$ cat config.mk
export PLATFORM = sky130hd
export DESIGN_NAME = wiscCore
export DESIGN_NICKNAME = d
export VERILOG_FILES = /design/src/wiscIsaPkg.sv /design/src/wiscCtrlPkg.sv /design/src/controlUnit.sv /design/src/regFile.sv /design/src/alu.sv /design/src/pcUnit.sv /design/src/wiscCore.sv
export SDC_FILE = /design/constraint.sdc
export NUM_CORES = 1
export LEC_CHECK = 0
export BUFFER_PORTS_ARGS = -buffer_cell sky130_fd_sc_hd__buf_2
export CORE_MARGIN = 5
export CORE_UTILIZATION = 40
export CTS_CLUSTER_SIZE = 12
export DETAILED_ROUTE_END_ITERATION = 6
export PLACE_DENSITY_LB_ADDON = 0.2
export SYNTH_ARGS = -nofsm -noshare
export SYNTH_HDL_FRONTEND = slang
export SYNTH_SLANG_ARGS = --single-unit
$ cat constraint.sdc
create_clock -name clk -period 23 [get_ports clk]
set_clock_uncertainty 0.05 [all_clocks]
set_input_delay 4.6 -clock clk [delete_from_list [all_inputs] [get_ports clk]]
set_output_delay 4.6 -clock clk [all_outputs]
set_load 0.005 [all_outputs]
$ cat src/wiscIsaPkg.sv
`default_nettype none

package wiscIsaPkg;

   localparam int wordW    = 16;                  // data and address width
   localparam int regAddrW = 3;                   // eight gprs

   localparam logic [regAddrW-1:0] r7 = 3'd7;     // link reg for jal/jalr

   // top five instruction bits
   typedef enum logic [4:0] {
      opHalt  = 5'b00000,
      opNop   = 5'b00001,
      opSiic  = 5'b00010,                         // no exceptions, runs as nop
      opRti   = 5'b00011,                         // same
      opJ     = 5'b00100,
      opJr    = 5'b00101,
      opJal   = 5'b00110,
      opJalr  = 5'b00111,
      opAddi  = 5'b01000,
      opSubi  = 5'b01001,
      opXori  = 5'b01010,
      opAndni = 5'b01011,
      opBeqz  = 5'b01100,
      opBnez  = 5'b01101,
      opBltz  = 5'b01110,
      opBgez  = 5'b01111,
      opSt    = 5'b10000,
      opLd    = 5'b10001,
      opSlbi  = 5'b10010,
      opStu   = 5'b10011,
      opRoli  = 5'b10100,
      opSlli  = 5'b10101,
      opRori  = 5'b10110,
      opSrli  = 5'b10111,
      opLbi   = 5'b11000,
      opBtr   = 5'b11001,
      opShift = 5'b11010,                         // rol/sll/ror/srl by func
      opArith = 5'b11011,                         // add/sub/xor/andn by func
      opSeq   = 5'b11100,
      opSlt   = 5'b11101,
      opSle   = 5'b11110,
      opSco   = 5'b11111
   } opcodeT;

   // instr[1:0], meaning depends on the group
   typedef enum logic [1:0] {
      fnAddRol  = 2'b00,
      fnSubSll  = 2'b01,
      fnXorRor  = 2'b10,
      fnAndnSrl = 2'b11
   } aluFuncT;

endpackage

`default_nettype wire

$ cat src/wiscCtrlPkg.sv
`default_nettype none

package wiscCtrlPkg;

   typedef enum logic [1:0] {wbPcPlus, wbMem, wbAlu, wbImm8} wbSelT;   // writeback source
   typedef enum logic [1:0] {bReg, bImm, bZero, bImm8} bSrcT;          // bImm is imm5
   typedef enum logic [1:0] {destRs, destRt, destRd, destR7} destSelT; // 10:8, 7:5, 4:2, r7

   typedef enum logic [2:0] {
      aluAdd, aluXor, aluAndn, aluRol, aluSll, aluRor, aluSrl, aluSlbi
   } aluOpT;

   // brchSig coding, bit2 sign, bit1 zero, bit0 carry
   localparam logic [2:0] brNever    = 3'b000;
   localparam logic [2:0] brCarry    = 3'b001;
   localparam logic [2:0] brZero     = 3'b010;
   localparam logic [2:0] brNotSign  = 3'b011;
   localparam logic [2:0] brSign     = 3'b100;
   localparam logic [2:0] brNotZero  = 3'b101;
   localparam logic [2:0] brSignZero = 3'b110;
   localparam logic [2:0] brAlways   = 3'b111;

   typedef struct packed {
      aluOpT      aluOp;
      logic       invA;      // subtract is ~A + B + 1
      logic       invB;      // gives the n of andn
      logic       cIn;
      bSrcT       bSrc;
      logic       zeroExt;   // imm5/imm8 zero extended
      logic       regWrite;
      destSelT    destSel;
      wbSelT      wbSel;
      logic       memWrite;
      logic [2:0] brchSig;
      logic       setOp;     // aluOut becomes the condition bit
      logic       pcFromAlu; // jr, jalr
      logic       jumpImm11; // j, jal use the 11 bit displacement
      logic       bitRev;    // btr
      logic       halt;
      logic       illegal;
   } ctrlT;

   typedef struct packed {
      logic zero;
      logic sign;    // signed A < B
      logic carry;
   } aluFlagsT;

   localparam ctrlT ctrlNop = '{
      aluOp: aluAdd, invA: 1'b0, invB: 1'b0, cIn: 1'b0, bSrc: bReg, zeroExt: 1'b0,
      regWrite: 1'b0, destSel: destRs, wbSel: wbAlu, memWrite: 1'b0, brchSig: brNever,
      setOp: 1'b0, pcFromAlu: 1'b0, jumpImm11: 1'b0, bitRev: 1'b0, halt: 1'b0, illegal: 1'b0
   };

   // same rule serves branches and set ops
   function automatic logic condMet(logic [2:0] sel, aluFlagsT f);
      case (sel)
         brCarry:    return f.carry;
         brZero:     return f.zero;
         brNotSign:  return !f.sign;            // bgez
         brSign:     return f.sign;
         brNotZero:  return !f.zero;
         brSignZero: return f.sign | f.zero;    // sle
         brAlways:   return 1'b1;
         default:    return 1'b0;
      endcase
   endfunction

endpackage

`default_nettype wire

$ cat src/controlUnit.sv
`timescale 1ns/100ps
`default_nettype none

module controlUnit (
   input  wire logic [wiscIsaPkg::wordW-1:0] instr,
   output wiscCtrlPkg::ctrlT                 ctrl
);
   import wiscIsaPkg::*;
   import wiscCtrlPkg::*;

   opcodeT  op;
   aluFuncT fn;

   assign op = opcodeT'(instr[15:11]);
   assign fn = aluFuncT'(instr[1:0]);

   // rotate/shift select, shared by imm and reg forms
   function automatic aluOpT shiftOp(logic [1:0] sel);
      case (sel)
         2'b00:   return aluRol;
         2'b01:   return aluSll;
         2'b10:   return aluRor;
         default: return aluSrl;
      endcase
   endfunction

   always_comb begin
      ctrl = ctrlNop;                                   // everything inactive
      case (op)
         opHalt: ctrl.halt = 1'b1;
         opNop, opSiic, opRti: ;                        // nothing
         opJ: begin
            ctrl.brchSig   = brAlways;
            ctrl.jumpImm11 = 1'b1;                      // pc+2+disp
         end
         opJal: begin
            ctrl.brchSig   = brAlways;
            ctrl.jumpImm11 = 1'b1;
            ctrl.regWrite  = 1'b1;
            ctrl.destSel   = destR7;
            ctrl.wbSel     = wbPcPlus;                  // link
         end
         opJr, opJalr: begin
            ctrl.bSrc      = bImm8;                     // Rs + sext imm8
            ctrl.pcFromAlu = 1'b1;
            ctrl.regWrite  = (op == opJalr);
            ctrl.destSel   = destR7;
            ctrl.wbSel     = wbPcPlus;
         end
         opAddi, opSubi, opXori, opAndni: begin
            ctrl.bSrc     = bImm;
            ctrl.regWrite = 1'b1;
            ctrl.destSel  = destRt;                     // bits 7:5
            ctrl.zeroExt  = op[1];                      // xori/andni zero extend
            ctrl.invA     = (op == opSubi);             // imm - Rs
            ctrl.cIn      = (op == opSubi);
            ctrl.invB     = (op == opAndni);
            ctrl.aluOp    = (op == opXori) ? aluXor :
                            (op == opAndni) ? aluAndn : aluAdd;
         end
         opBeqz, opBnez, opBltz, opBgez: begin
            ctrl.bSrc = bZero;                          // flags of Rs - 0
            case (op)
               opBeqz:  ctrl.brchSig = brZero;
               opBnez:  ctrl.brchSig = brNotZero;
               opBltz:  ctrl.brchSig = brSign;
               default: ctrl.brchSig = brNotSign;
            endcase
         end
         opSt, opLd, opStu: begin
            ctrl.bSrc     = bImm;                       // Rs + sext imm5
            ctrl.memWrite = (op != opLd);
            ctrl.regWrite = (op != opSt);
            ctrl.destSel  = (op == opStu) ? destRs : destRt; // stu bumps base
            ctrl.wbSel    = (op == opLd) ? wbMem : wbAlu;
         end
         opSlbi: begin
            ctrl.aluOp    = aluSlbi;
            ctrl.bSrc     = bImm8;
            ctrl.zeroExt  = 1'b1;
            ctrl.regWrite = 1'b1;
            ctrl.destSel  = destRs;
         end
         opLbi: begin
            ctrl.regWrite = 1'b1;                       // sext imm8 straight in
            ctrl.destSel  = destRs;
            ctrl.wbSel    = wbImm8;
         end
         opRoli, opSlli, opRori, opSrli: begin
            ctrl.aluOp    = shiftOp(instr[12:11]);
            ctrl.bSrc     = bImm;
            ctrl.zeroExt  = 1'b1;
            ctrl.regWrite = 1'b1;
            ctrl.destSel  = destRt;
         end
         opBtr: begin
            if (fn != fnAddRol) begin
               ctrl.illegal = 1'b1;                     // func bits reserved
            end else begin
               ctrl.bitRev   = 1'b1;
               ctrl.regWrite = 1'b1;
               ctrl.destSel  = destRd;
            end
         end
         opShift: begin
            ctrl.aluOp    = shiftOp(fn);
            ctrl.regWrite = 1'b1;
            ctrl.destSel  = destRd;
         end
         opArith: begin
            ctrl.invA     = (fn == fnSubSll);           // Rt - Rs
            ctrl.cIn      = (fn == fnSubSll);
            ctrl.invB     = (fn == fnAndnSrl);
            ctrl.aluOp    = (fn == fnXorRor) ? aluXor :
                            (fn == fnAndnSrl) ? aluAndn : aluAdd;
            ctrl.regWrite = 1'b1;
            ctrl.destSel  = destRd;
         end
         opSeq, opSlt, opSle, opSco: begin
            ctrl.setOp    = 1'b1;                       // add path feeds sco carry
            ctrl.regWrite = 1'b1;
            ctrl.destSel  = destRd;
            case (op)
               opSeq:   ctrl.brchSig = brZero;
               opSlt:   ctrl.brchSig = brSign;
               opSle:   ctrl.brchSig = brSignZero;
               default: ctrl.brchSig = brCarry;
            endcase
         end
         default: ctrl.illegal = 1'b1;                  // unknown fetch
      endcase
   end

endmodule

`default_nettype wire

$ cat src/regFile.sv
`timescale 1ns/100ps
`default_nettype none

module regFile (
   input  wire logic                            clk,
   input  wire logic                            arstN,
   input  wire logic [wiscIsaPkg::regAddrW-1:0] rdAddrA,
   input  wire logic [wiscIsaPkg::regAddrW-1:0] rdAddrB,
   input  wire logic [wiscIsaPkg::regAddrW-1:0] wrAddr,
   input  wire logic [wiscIsaPkg::wordW-1:0]    wrData,
   input  wire logic                            wrEn,
   output logic      [wiscIsaPkg::wordW-1:0]    rdDataA,
   output logic      [wiscIsaPkg::wordW-1:0]    rdDataB
);
   import wiscIsaPkg::*;

   logic [wordW-1:0] regs [2**regAddrW];

   // no bypass, same-cycle read sees old value
   assign rdDataA = regs[rdAddrA];
   assign rdDataB = regs[rdAddrB];

   always_ff @(posedge clk or negedge arstN) begin
      if (!arstN) begin
         for (int i = 0; i < 2**regAddrW; i++) begin
            regs[i] <= '0;
         end
      end else if (wrEn) begin
         regs[wrAddr] <= wrData;
      end
   end

endmodule

`default_nettype wire

$ cat src/alu.sv
`timescale 1ns/100ps
`default_nettype none

module alu (
   input  wire logic [wiscIsaPkg::wordW-1:0] inA,
   input  wire logic [wiscIsaPkg::wordW-1:0] inB,
   input  wire wiscCtrlPkg::ctrlT            ctrl,
   output logic      [wiscIsaPkg::wordW-1:0] aluOut,
   output wiscCtrlPkg::aluFlagsT             flags
);
   import wiscIsaPkg::*;
   import wiscCtrlPkg::*;

   logic [wordW-1:0]   opA;
   logic [wordW-1:0]   opB;
   logic [wordW:0]     sum;        // msb is carry out
   logic [wordW-1:0]   diff;
   logic               overflow;
   logic [3:0]         shAmt;
   logic [2*wordW-1:0] rolWide;
   logic [2*wordW-1:0] rorWide;
   logic [wordW-1:0]   revA;
   logic [wordW-1:0]   opResult;

   assign opA   = ctrl.invA ? ~inA : inA;
   assign opB   = ctrl.invB ? ~inB : inB;
   assign shAmt = inB[3:0];                                   // low 4 bits only

   assign sum     = {1'b0, opA} + {1'b0, opB} + {{wordW{1'b0}}, ctrl.cIn};
   assign rolWide = {opA, opA} << shAmt;                      // wrap via doubled word
   assign rorWide = {opA, opA} >> shAmt;

   // compare path, always A - B on raw operands
   assign diff     = inA - inB;
   assign overflow = (inA[wordW-1] != inB[wordW-1]) && (diff[wordW-1] != inA[wordW-1]);

   assign flags.zero  = (diff == '0);
   assign flags.sign  = diff[wordW-1] ^ overflow;             // true signed less-than
   assign flags.carry = sum[wordW];

   always_comb begin
      for (int i = 0; i < wordW; i++) begin
         revA[i] = inA[wordW-1-i];                            // btr
      end
   end

   always_comb begin
      case (ctrl.aluOp)
         aluAdd:  opResult = sum[wordW-1:0];
         aluXor:  opResult = opA ^ opB;
         aluAndn: opResult = opA & opB;                       // invB already applied
         aluRol:  opResult = rolWide[2*wordW-1:wordW];
         aluSll:  opResult = opA << shAmt;
         aluRor:  opResult = rorWide[wordW-1:0];
         aluSrl:  opResult = opA >> shAmt;
         default: opResult = {opA[wordW-9:0], 8'h00} | opB;   // slbi
      endcase
   end

   always_comb begin
      if (ctrl.setOp) begin
         aluOut = {{(wordW-1){1'b0}}, condMet(ctrl.brchSig, flags)};
      end else if (ctrl.bitRev) begin
         aluOut = revA;
      end else begin
         aluOut = opResult;
      end
   end

endmodule

`default_nettype wire

$ cat src/pcUnit.sv
`timescale 1ns/100ps
`default_nettype none

module pcUnit (
   input  wire logic                         clk,
   input  wire logic                         arstN,
   input  wire wiscCtrlPkg::ctrlT            ctrl,
   input  wire wiscCtrlPkg::aluFlagsT        flags,
   input  wire logic [wiscIsaPkg::wordW-1:0] brOffset,    // sext imm8
   input  wire logic [wiscIsaPkg::wordW-1:0] jumpOffset,  // sext imm11
   input  wire logic [wiscIsaPkg::wordW-1:0] aluOut,
   output logic      [wiscIsaPkg::wordW-1:0] pc,
   output logic      [wiscIsaPkg::wordW-1:0] pcPlus2,
   output logic                              halted,
   output logic                              err
);
   import wiscIsaPkg::*;
   import wiscCtrlPkg::*;

   logic             taken;
   logic [wordW-1:0] target;
   logic [wordW-1:0] nextPc;

   assign pcPlus2 = pc + wordW'(2);

   // set ops share brchSig but never redirect
   assign taken  = !ctrl.setOp && condMet(ctrl.brchSig, flags);
   assign target = pcPlus2 + (ctrl.jumpImm11 ? jumpOffset : brOffset);

   always_comb begin
      if (ctrl.pcFromAlu) begin
         nextPc = aluOut;                     // jr, jalr
      end else if (taken) begin
         nextPc = target;
      end else begin
         nextPc = pcPlus2;
      end
   end

   always_ff @(posedge clk or negedge arstN) begin
      if (!arstN) begin
         pc     <= '0;
         halted <= 1'b0;
         err    <= 1'b0;
      end else if (!halted) begin
         if (ctrl.halt || ctrl.illegal) begin
            halted <= 1'b1;                   // pc stays on the stopping instr
            err    <= ctrl.illegal;
         end else begin
            pc <= nextPc;
         end
      end
   end

endmodule

`default_nettype wire

$ cat src/wiscCore.sv
`timescale 1ns/100ps
`default_nettype none

module wiscCore (
   input  wire logic                         clk,
   input  wire logic                         arstN,
   output logic      [wiscIsaPkg::wordW-1:0] instrAddr,
   input  wire logic [wiscIsaPkg::wordW-1:0] instr,
   output logic      [wiscIsaPkg::wordW-1:0] memAddr,
   output logic      [wiscIsaPkg::wordW-1:0] memWData,
   output logic                              memWrite,
   input  wire logic [wiscIsaPkg::wordW-1:0] memRData,
   output logic                              halted,
   output logic                              err
);
   import wiscIsaPkg::*;
   import wiscCtrlPkg::*;

   ctrlT                ctrl;
   aluFlagsT            flags;
   logic [wordW-1:0]    pc;
   logic [wordW-1:0]    pcPlus2;
   logic [wordW-1:0]    rdDataA;
   logic [wordW-1:0]    rdDataB;
   logic [wordW-1:0]    aluOut;
   logic [wordW-1:0]    inB;
   logic [wordW-1:0]    wrData;
   logic [regAddrW-1:0] wrAddr;
   logic [wordW-1:0]    imm5Ext;
   logic [wordW-1:0]    imm8Ext;
   logic [wordW-1:0]    brOffset;
   logic [wordW-1:0]    jumpOffset;

   assign imm5Ext    = ctrl.zeroExt ? {{(wordW-5){1'b0}}, instr[4:0]}
                                    : {{(wordW-5){instr[4]}}, instr[4:0]};
   assign imm8Ext    = ctrl.zeroExt ? {{(wordW-8){1'b0}}, instr[7:0]}
                                    : {{(wordW-8){instr[7]}}, instr[7:0]};
   assign brOffset   = {{(wordW-8){instr[7]}}, instr[7:0]};    // branches always signed
   assign jumpOffset = {{(wordW-11){instr[10]}}, instr[10:0]};

   always_comb begin
      case (ctrl.bSrc)
         bReg:    inB = rdDataB;
         bImm:    inB = imm5Ext;
         bZero:   inB = '0;
         default: inB = imm8Ext;
      endcase
      case (ctrl.wbSel)
         wbPcPlus: wrData = pcPlus2;          // jal/jalr link
         wbMem:    wrData = memRData;
         wbAlu:    wrData = aluOut;
         default:  wrData = imm8Ext;          // lbi
      endcase
      case (ctrl.destSel)
         destRs:  wrAddr = instr[10:8];
         destRt:  wrAddr = instr[7:5];
         destRd:  wrAddr = instr[4:2];
         default: wrAddr = r7;
      endcase
   end

   assign instrAddr = pc;
   assign memAddr   = aluOut;                 // Rs + imm5
   assign memWData  = rdDataB;                // Rd of st/stu, pre-write value
   assign memWrite  = ctrl.memWrite && !halted;

   controlUnit uCtrl (
      .instr (instr),
      .ctrl  (ctrl)
   );

   regFile uRegs (
      .clk     (clk),
      .arstN   (arstN),
      .rdAddrA (instr[10:8]),
      .rdAddrB (instr[7:5]),
      .wrAddr  (wrAddr),
      .wrData  (wrData),
      .wrEn    (ctrl.regWrite && !halted),
      .rdDataA (rdDataA),
      .rdDataB (rdDataB)
   );

   alu uAlu (
      .inA    (rdDataA),
      .inB    (inB),
      .ctrl   (ctrl),
      .aluOut (aluOut),
      .flags  (flags)
   );

   pcUnit uPc (
      .clk        (clk),
      .arstN      (arstN),
      .ctrl       (ctrl),
      .flags      (flags),
      .brOffset   (brOffset),
      .jumpOffset (jumpOffset),
      .aluOut     (aluOut),
      .pc         (pc),
      .pcPlus2    (pcPlus2),
      .halted     (halted),
      .err        (err)
   );

endmodule

`default_nettype wire

# Word-level counts from Yosys, hierarchy flattened
# Cells that the tools add are included.
# op_classes
reduce_logical,35
eq_ne,56
n_shift,4
mux,52
bitwise,12
order_cmp,4
addsub,5
# ops
op,count
$mux 16,14
$bwmux 128,1
$pmux 16 s7,1
$bmux 16 s3,2
$pmux 16 s3,2
$eq 5x5->1 const B,16
$pmux 3 s3,6
$demux 16 s3,1
$eq 5x4->1 const B,8
$not 16->16,2
$shl 32x4->32,1
$shr 32x4->16,1
$eq 3x3->1 const B,7
$pmux 3 s7,1
$eq 5x3->1 const B,4
$add 16x16->17,1
$add 17x1->17,1
$add 16x16->16,1
$add 16x2->16 const B,1
$and 16x16->16,1
$logic_not 16->1,1
$or 16x16->16,1
$reduce_or 4->1,4
$shl 16x4->16,1
other kinds (37),89
# word_totals
out_inout_bits,51
regBits,146

# Logic depth before layout (Yosys ltp)
# depth
word_depth,14
depth_mapped,32

# Cells and area by module
# A second synthesis with hierarchy kept.
# unflattened
hier_cells,1559
area_unflattened_um2,15637.5
# modules_own_cells
mod,cells_each,seq_area_each_um2,instances,area_per_inst_um2
regFile,393,3203.1,1,6991.7
alu,687,0.0,1,4779.6
pcUnit,283,450.4,1,2346.0
wiscCore,78,0.0,1,782.0
controlUnit,118,0.0,1,738.2

# Worst setup path after synthesis
# Ideal clock, no wire load.
# synth_timing
kind,in2out
from,in instr[11] (netlist name)
to,out memAddr[0] (netlist name)
setup_slack_ns,8.193
required_ns,18.350
n_path_buf,5
arrival_ns,10.157
stages,30
path_cell_list,ha_1 buf_2 or2_1 clkbuf_1 a221o_1 a32o_1 buf_2 clkinv_1 clkbuf_1 clkbuf_1 ha_1 nor2b_1 o221ai_1 a211oi_1 o31ai_1 nand2b_1 a21oi_1 o21bai_1 a21o_1 a21oi_1 fa_1 nand4_1 nor4_1 o2111ai_1 a311oi_1 nand4b_1 o31ai_1 and2_1 o21ai_0 or2_2
# synth_between
elab_chain_cells,12
word_cells_on_any_way,95
cone_classes,add/sub (3); eq/ne (46); shift (4); mux (21); bitwise (6); reduce/logical (15)
# synth_lines
element,line,source
from (decl),wiscCore.sv:8,"input wire logic [wiscIsaPkg::wordW-1:0] instr,"
$eq 5x5->1 (tied with other cells),controlUnit.sv:29,case (op)
$reduce_or 11->1 (no source line) (tied with other cells),-,
$pmux 2 s3 or $pmux 1 s2 (tied branches),controlUnit.sv:29,
$eq 2x2->1 (tied with other cells),wiscCore.sv:42,case (ctrl.bSrc)
$pmux 16 s3,wiscCore.sv:42,
$not 16->16 or $sub 16x16->16 (tied branches),"alu.sv:26, alu.sv:34",
$mux 16 or $ne 1x1->1 (tied branches),"alu.sv:26, alu.sv:35",
$add 16x16->17 or $logic_and 1x1->1 (tied branches),"alu.sv:29, alu.sv:35",
$add 17x1->17 or $xor 1x1->1 (tied branches),"alu.sv:29, alu.sv:38",
$pmux 16 s7 (tied with other cells),alu.sv:48,case (ctrl.aluOp)
$mux 16 or $pmux 1 s7 (tied branches),"alu.sv:63, wiscCtrlPkg.sv:57",
$mux 16 (*),alu.sv:61,if (ctrl.setOp) begin
to (decl),wiscCore.sv:9,"output logic [wiscIsaPkg::wordW-1:0] memAddr,"
# Mark *: on every way between the ends. The rest lies on a longest branch, timed or not.

# Final worst setup path
# Same ends and word-level chain as after synthesis.

==> results.sh <==
export IMPL_run_status="finished clean"
export IMPL_antenna_left=0
export IMPL_setup_viol=0
export IMPL_synth_edf_count=0
export IMPL_overflow=0
export IMPL_layout_cells_non_filler=2242
export IMPL_p_clk_share_pct=13.0
export IMPL_rsz0062_at_grt="false"
export IMPL_relSlewSlack_pct=20.1
export IMPL_syn_area_per_cell_sq_um=8.52
export IMPL_routabilityCongestion=1.04
export IMPL_grt_start_max_net_pins=81
export IMPL_final_layout_size_suffix_gt1_share_pct=17.8
export IMPL_first_pass_iters=6
export IMPL_grt_usage_pct=28.6
export IMPL_fin_crit_ns=16.72
export IMPL_grt_pass1_wl_mm=90.3
export IMPL_endpoint_kind="output port"
export IMPL_grt_pass1_vias=14100
export IMPL_power_density_mw_per_mm2=133
export IMPL_num_io_pins=85
export IMPL_hold_class="flip-flop to flip-flop"
export IMPL_die_x_um=202
export IMPL_finalPower_mw=2.16
export IMPL_dp_cells=2211
export IMPL_antenna_cells=0
export IMPL_report_final_slew_viol_count=0
export IMPL_start_kind="primary input"
export IMPL_timing_final_crit_share_pct=72.7
export IMPL_initial_utilization_pct=40.4
export IMPL_ys_seq_area_share_pct=24.8
export IMPL_rows=70
export IMPL_cts_hold_buffers=0
export IMPL_yosysMostFrequentCell="nand2_1"
export IMPL_core_area_sq_mm=0.0364
export IMPL_synth_top_area_share_pct=24.8
export IMPL_synth_seq_cells=146
export IMPL_tns_ns=0
export IMPL_cts_sinks=146
export IMPL_synthTopCellsByCount="nand2_1, dfrtp_1, nor2_1, o21ai_0, mux2i_1"
export IMPL_clkTransAtPathRegs_ns=0.06
export IMPL_yosys_warnings=0
export IMPL_die_height_um=202
export IMPL_wl_per_cell_um=27.0
export IMPL_wl_mm=60.6
export IMPL_cts_root_buf="clkbuf_16"
export IMPL_die_area_sq_mm=0.0407
export IMPL_internal_power_mw=1.08
export IMPL_synth_nets=1825
export IMPL_power_switching_mw=1.08
export IMPL_clk_latency_ns=0.43
export IMPL_critical_path_class="primary input to output port"
export IMPL_yosys_area_top_type="dfrtp_1"
export IMPL_cts_buffers=17
export IMPL_nets=1859
export IMPL_synth_cell_types=89
export IMPL_vias_per_cell=6.54
export IMPL_maxCapViolCount=0
export IMPL_io_buffers=84
export IMPL_holdWs_ns=0.448
export IMPL_synthCells=1728
export IMPL_tightest_slew_ns=1.19
export IMPL_vias=14700
export IMPL_fmax_ghz=0.0598
export IMPL_antenna_found_initial=2
export IMPL_multi_input_area_sq_mm=0.0104
export IMPL_cts_tree="yes"
export IMPL_crit_arrival_ns=12.07
export IMPL_area_delta_synth_final_pct=10.0
export IMPL_synthFlopType="dfrtp_1"
export IMPL_power_share_sequential_pct=22.0
export IMPL_drt_iter0_drc=1454
export IMPL_async_flop_share_pct=100
export IMPL_clockBufferDepth=2
export IMPL_hpwl_mm=46.5
export IMPL_vdd_drop_max_v=0.0000645
export IMPL_htreeDepth=4
export IMPL_p_sw_share_pct=50.0
export IMPL_path_max_fanout=21
export IMPL_regArea_sq_mm=0.00365
export IMPL_cellLeakagePower_nw=7.17
export IMPL_synthTopCellsByArea="dfrtp_1, mux2_2, mux2i_1"
export IMPL_combPwrFrac_pct=65.1
export IMPL_finalHoldViolCount=0
export IMPL_worstPathRequired_ns=18.35
export IMPL_post_cts_setup_buffers=0
export IMPL_num_fill_cells=3673
export IMPL_netlist_area_sq_mm=0.0147
export IMPL_drc=0
export IMPL_cts_resized=0
[kinds of logic (layout without fill, tap and decap cells)]
| kind of cell | count (synthesis) | count (layout) | share of synthesized area [%] |
|---|---|---|---|
| adders and majority gates | 63 | 63 | 5.56 |
| and+or+nand+nor | 532 | 532 | 17.2 |
| muxes | 223 | 223 | 18.9 |
| xor gates and xnor gates | 61 | 61 | 3.63 |
| DFF | 146 | 146 | 24.8 |
| AOI/OAI and AO/OA | 539 | 539 | 25.5 |
| buffers and inverters | 164 | 210 | 4.40 |
[cells in the final DEF, fill, tap and decap left out, types with 36 or more instances in the layout]
cell      netlist  routed
a21oi_1        91      90
nor2_1        116     116
o211ai_1       52      52
nand2_1       180     180
mux2i_1        95      95
nand3_1        63      63
ha_1           59      59
inv_1          55      55
buf_4           2      37
xnor2_1        36      36
dfrtp_1       146     146
buf_2          20      82
mux2_2         93      93
o21ai_0        99      99
[path summary, 6_finish.rpt]
kind,depth (start not counted),slack (ns),end,startpoint
setup / recovery,28,6.28,memAddr[0],instr[11]
hold / removal,1,0.45,uPc.err,uPc.err
setup reg to reg,27,15.87,uPc.pc[11],uRegs.regs[18]
hold reg to reg,1,0.45,uPc.err,uPc.err
max in group asynchronous,2,17.38,uRegs.regs[16],arstN
min in group asynchronous,1,4.18,uRegs.regs[107],arstN
[metal layers]
layer,global-route usage [%],part of all wire (%),up-vias
met2,46.7,47,681
met1,37.6,41,7219
li1,-,-,6616
met4,12.2,4.5,0
met3,4.65,7.6,146
met5,0,0,-
[sequential cells by signal (all words and copies together), names as in the netlist]
register / count
uPc.halted: 1
uPc.pc: 16
uRegs.regs: 128
uPc.err: 1
[cell type report]
cell class / instances / area share, %
Tap cell: 468 / 3.62
Sequential cell: 146 / 22.6
Inverter: 59 / 1.37
Clock buffer: 21 / 2.90
Timing Repair Buffer: 120 / 4.32
Multi-Input combinational cell: 1418 / 64.5
Clock inverter: 10 / 0.765
[stage by stage]
stage               util, %  instance area [sq um]  setup slack (ns)
floorplan                 -                  14700              8.19
global placement       42.8                  15600              6.73
detailed placement     42.8                  15600              6.47
CTS                    44.5                  16200              6.45
global route           44.5                  16200              5.83
finish                 44.5                  16200              6.28
[power groups by stage]
| stage | Sequential [mW] | Combinational, mW | Clock, mW |
|---|---|---|---|
| detailed placement | 0.475 | 1.37 | 0 |
| CTS | 0.470 | 1.37 | 0.283 |
| global placement | 0.470 | 1.36 | 0 |
| finish | 0.474 | 1.40 | 0.279 |
| floorplan | 0.444 | 0.914 | 0 |
| global route | 0.487 | 1.50 | 0.295 |
[worst max-delay path: stages]
cell and delay [ns]:
buf_2 0.12, inv_1 0.08, ha_1 0.41, nor4_2 0.65, a211o_1 0.56, a22o_1 0.23, buf_4 0.26, clkinv_1 0.58
ha_1 0.66, o221ai_1 0.25, a211oi_1 0.33, o31ai_1 0.13, nand2b_1 0.11, a21oi_1 0.07, o21bai_1 0.13, a21o_1 0.12
a21oi_1 0.08, fa_1 0.53, nand4_1 0.11, nor4_1 0.18, o2111ai_1 0.16, a311oi_1 0.23, nand4b_1 0.22, o31ai_1 0.37
and2_1 0.22, o21ai_0 0.17, or2_2 0.35, buf_2 0.14
Note: power is estimated with default switching activity, not from simulation.
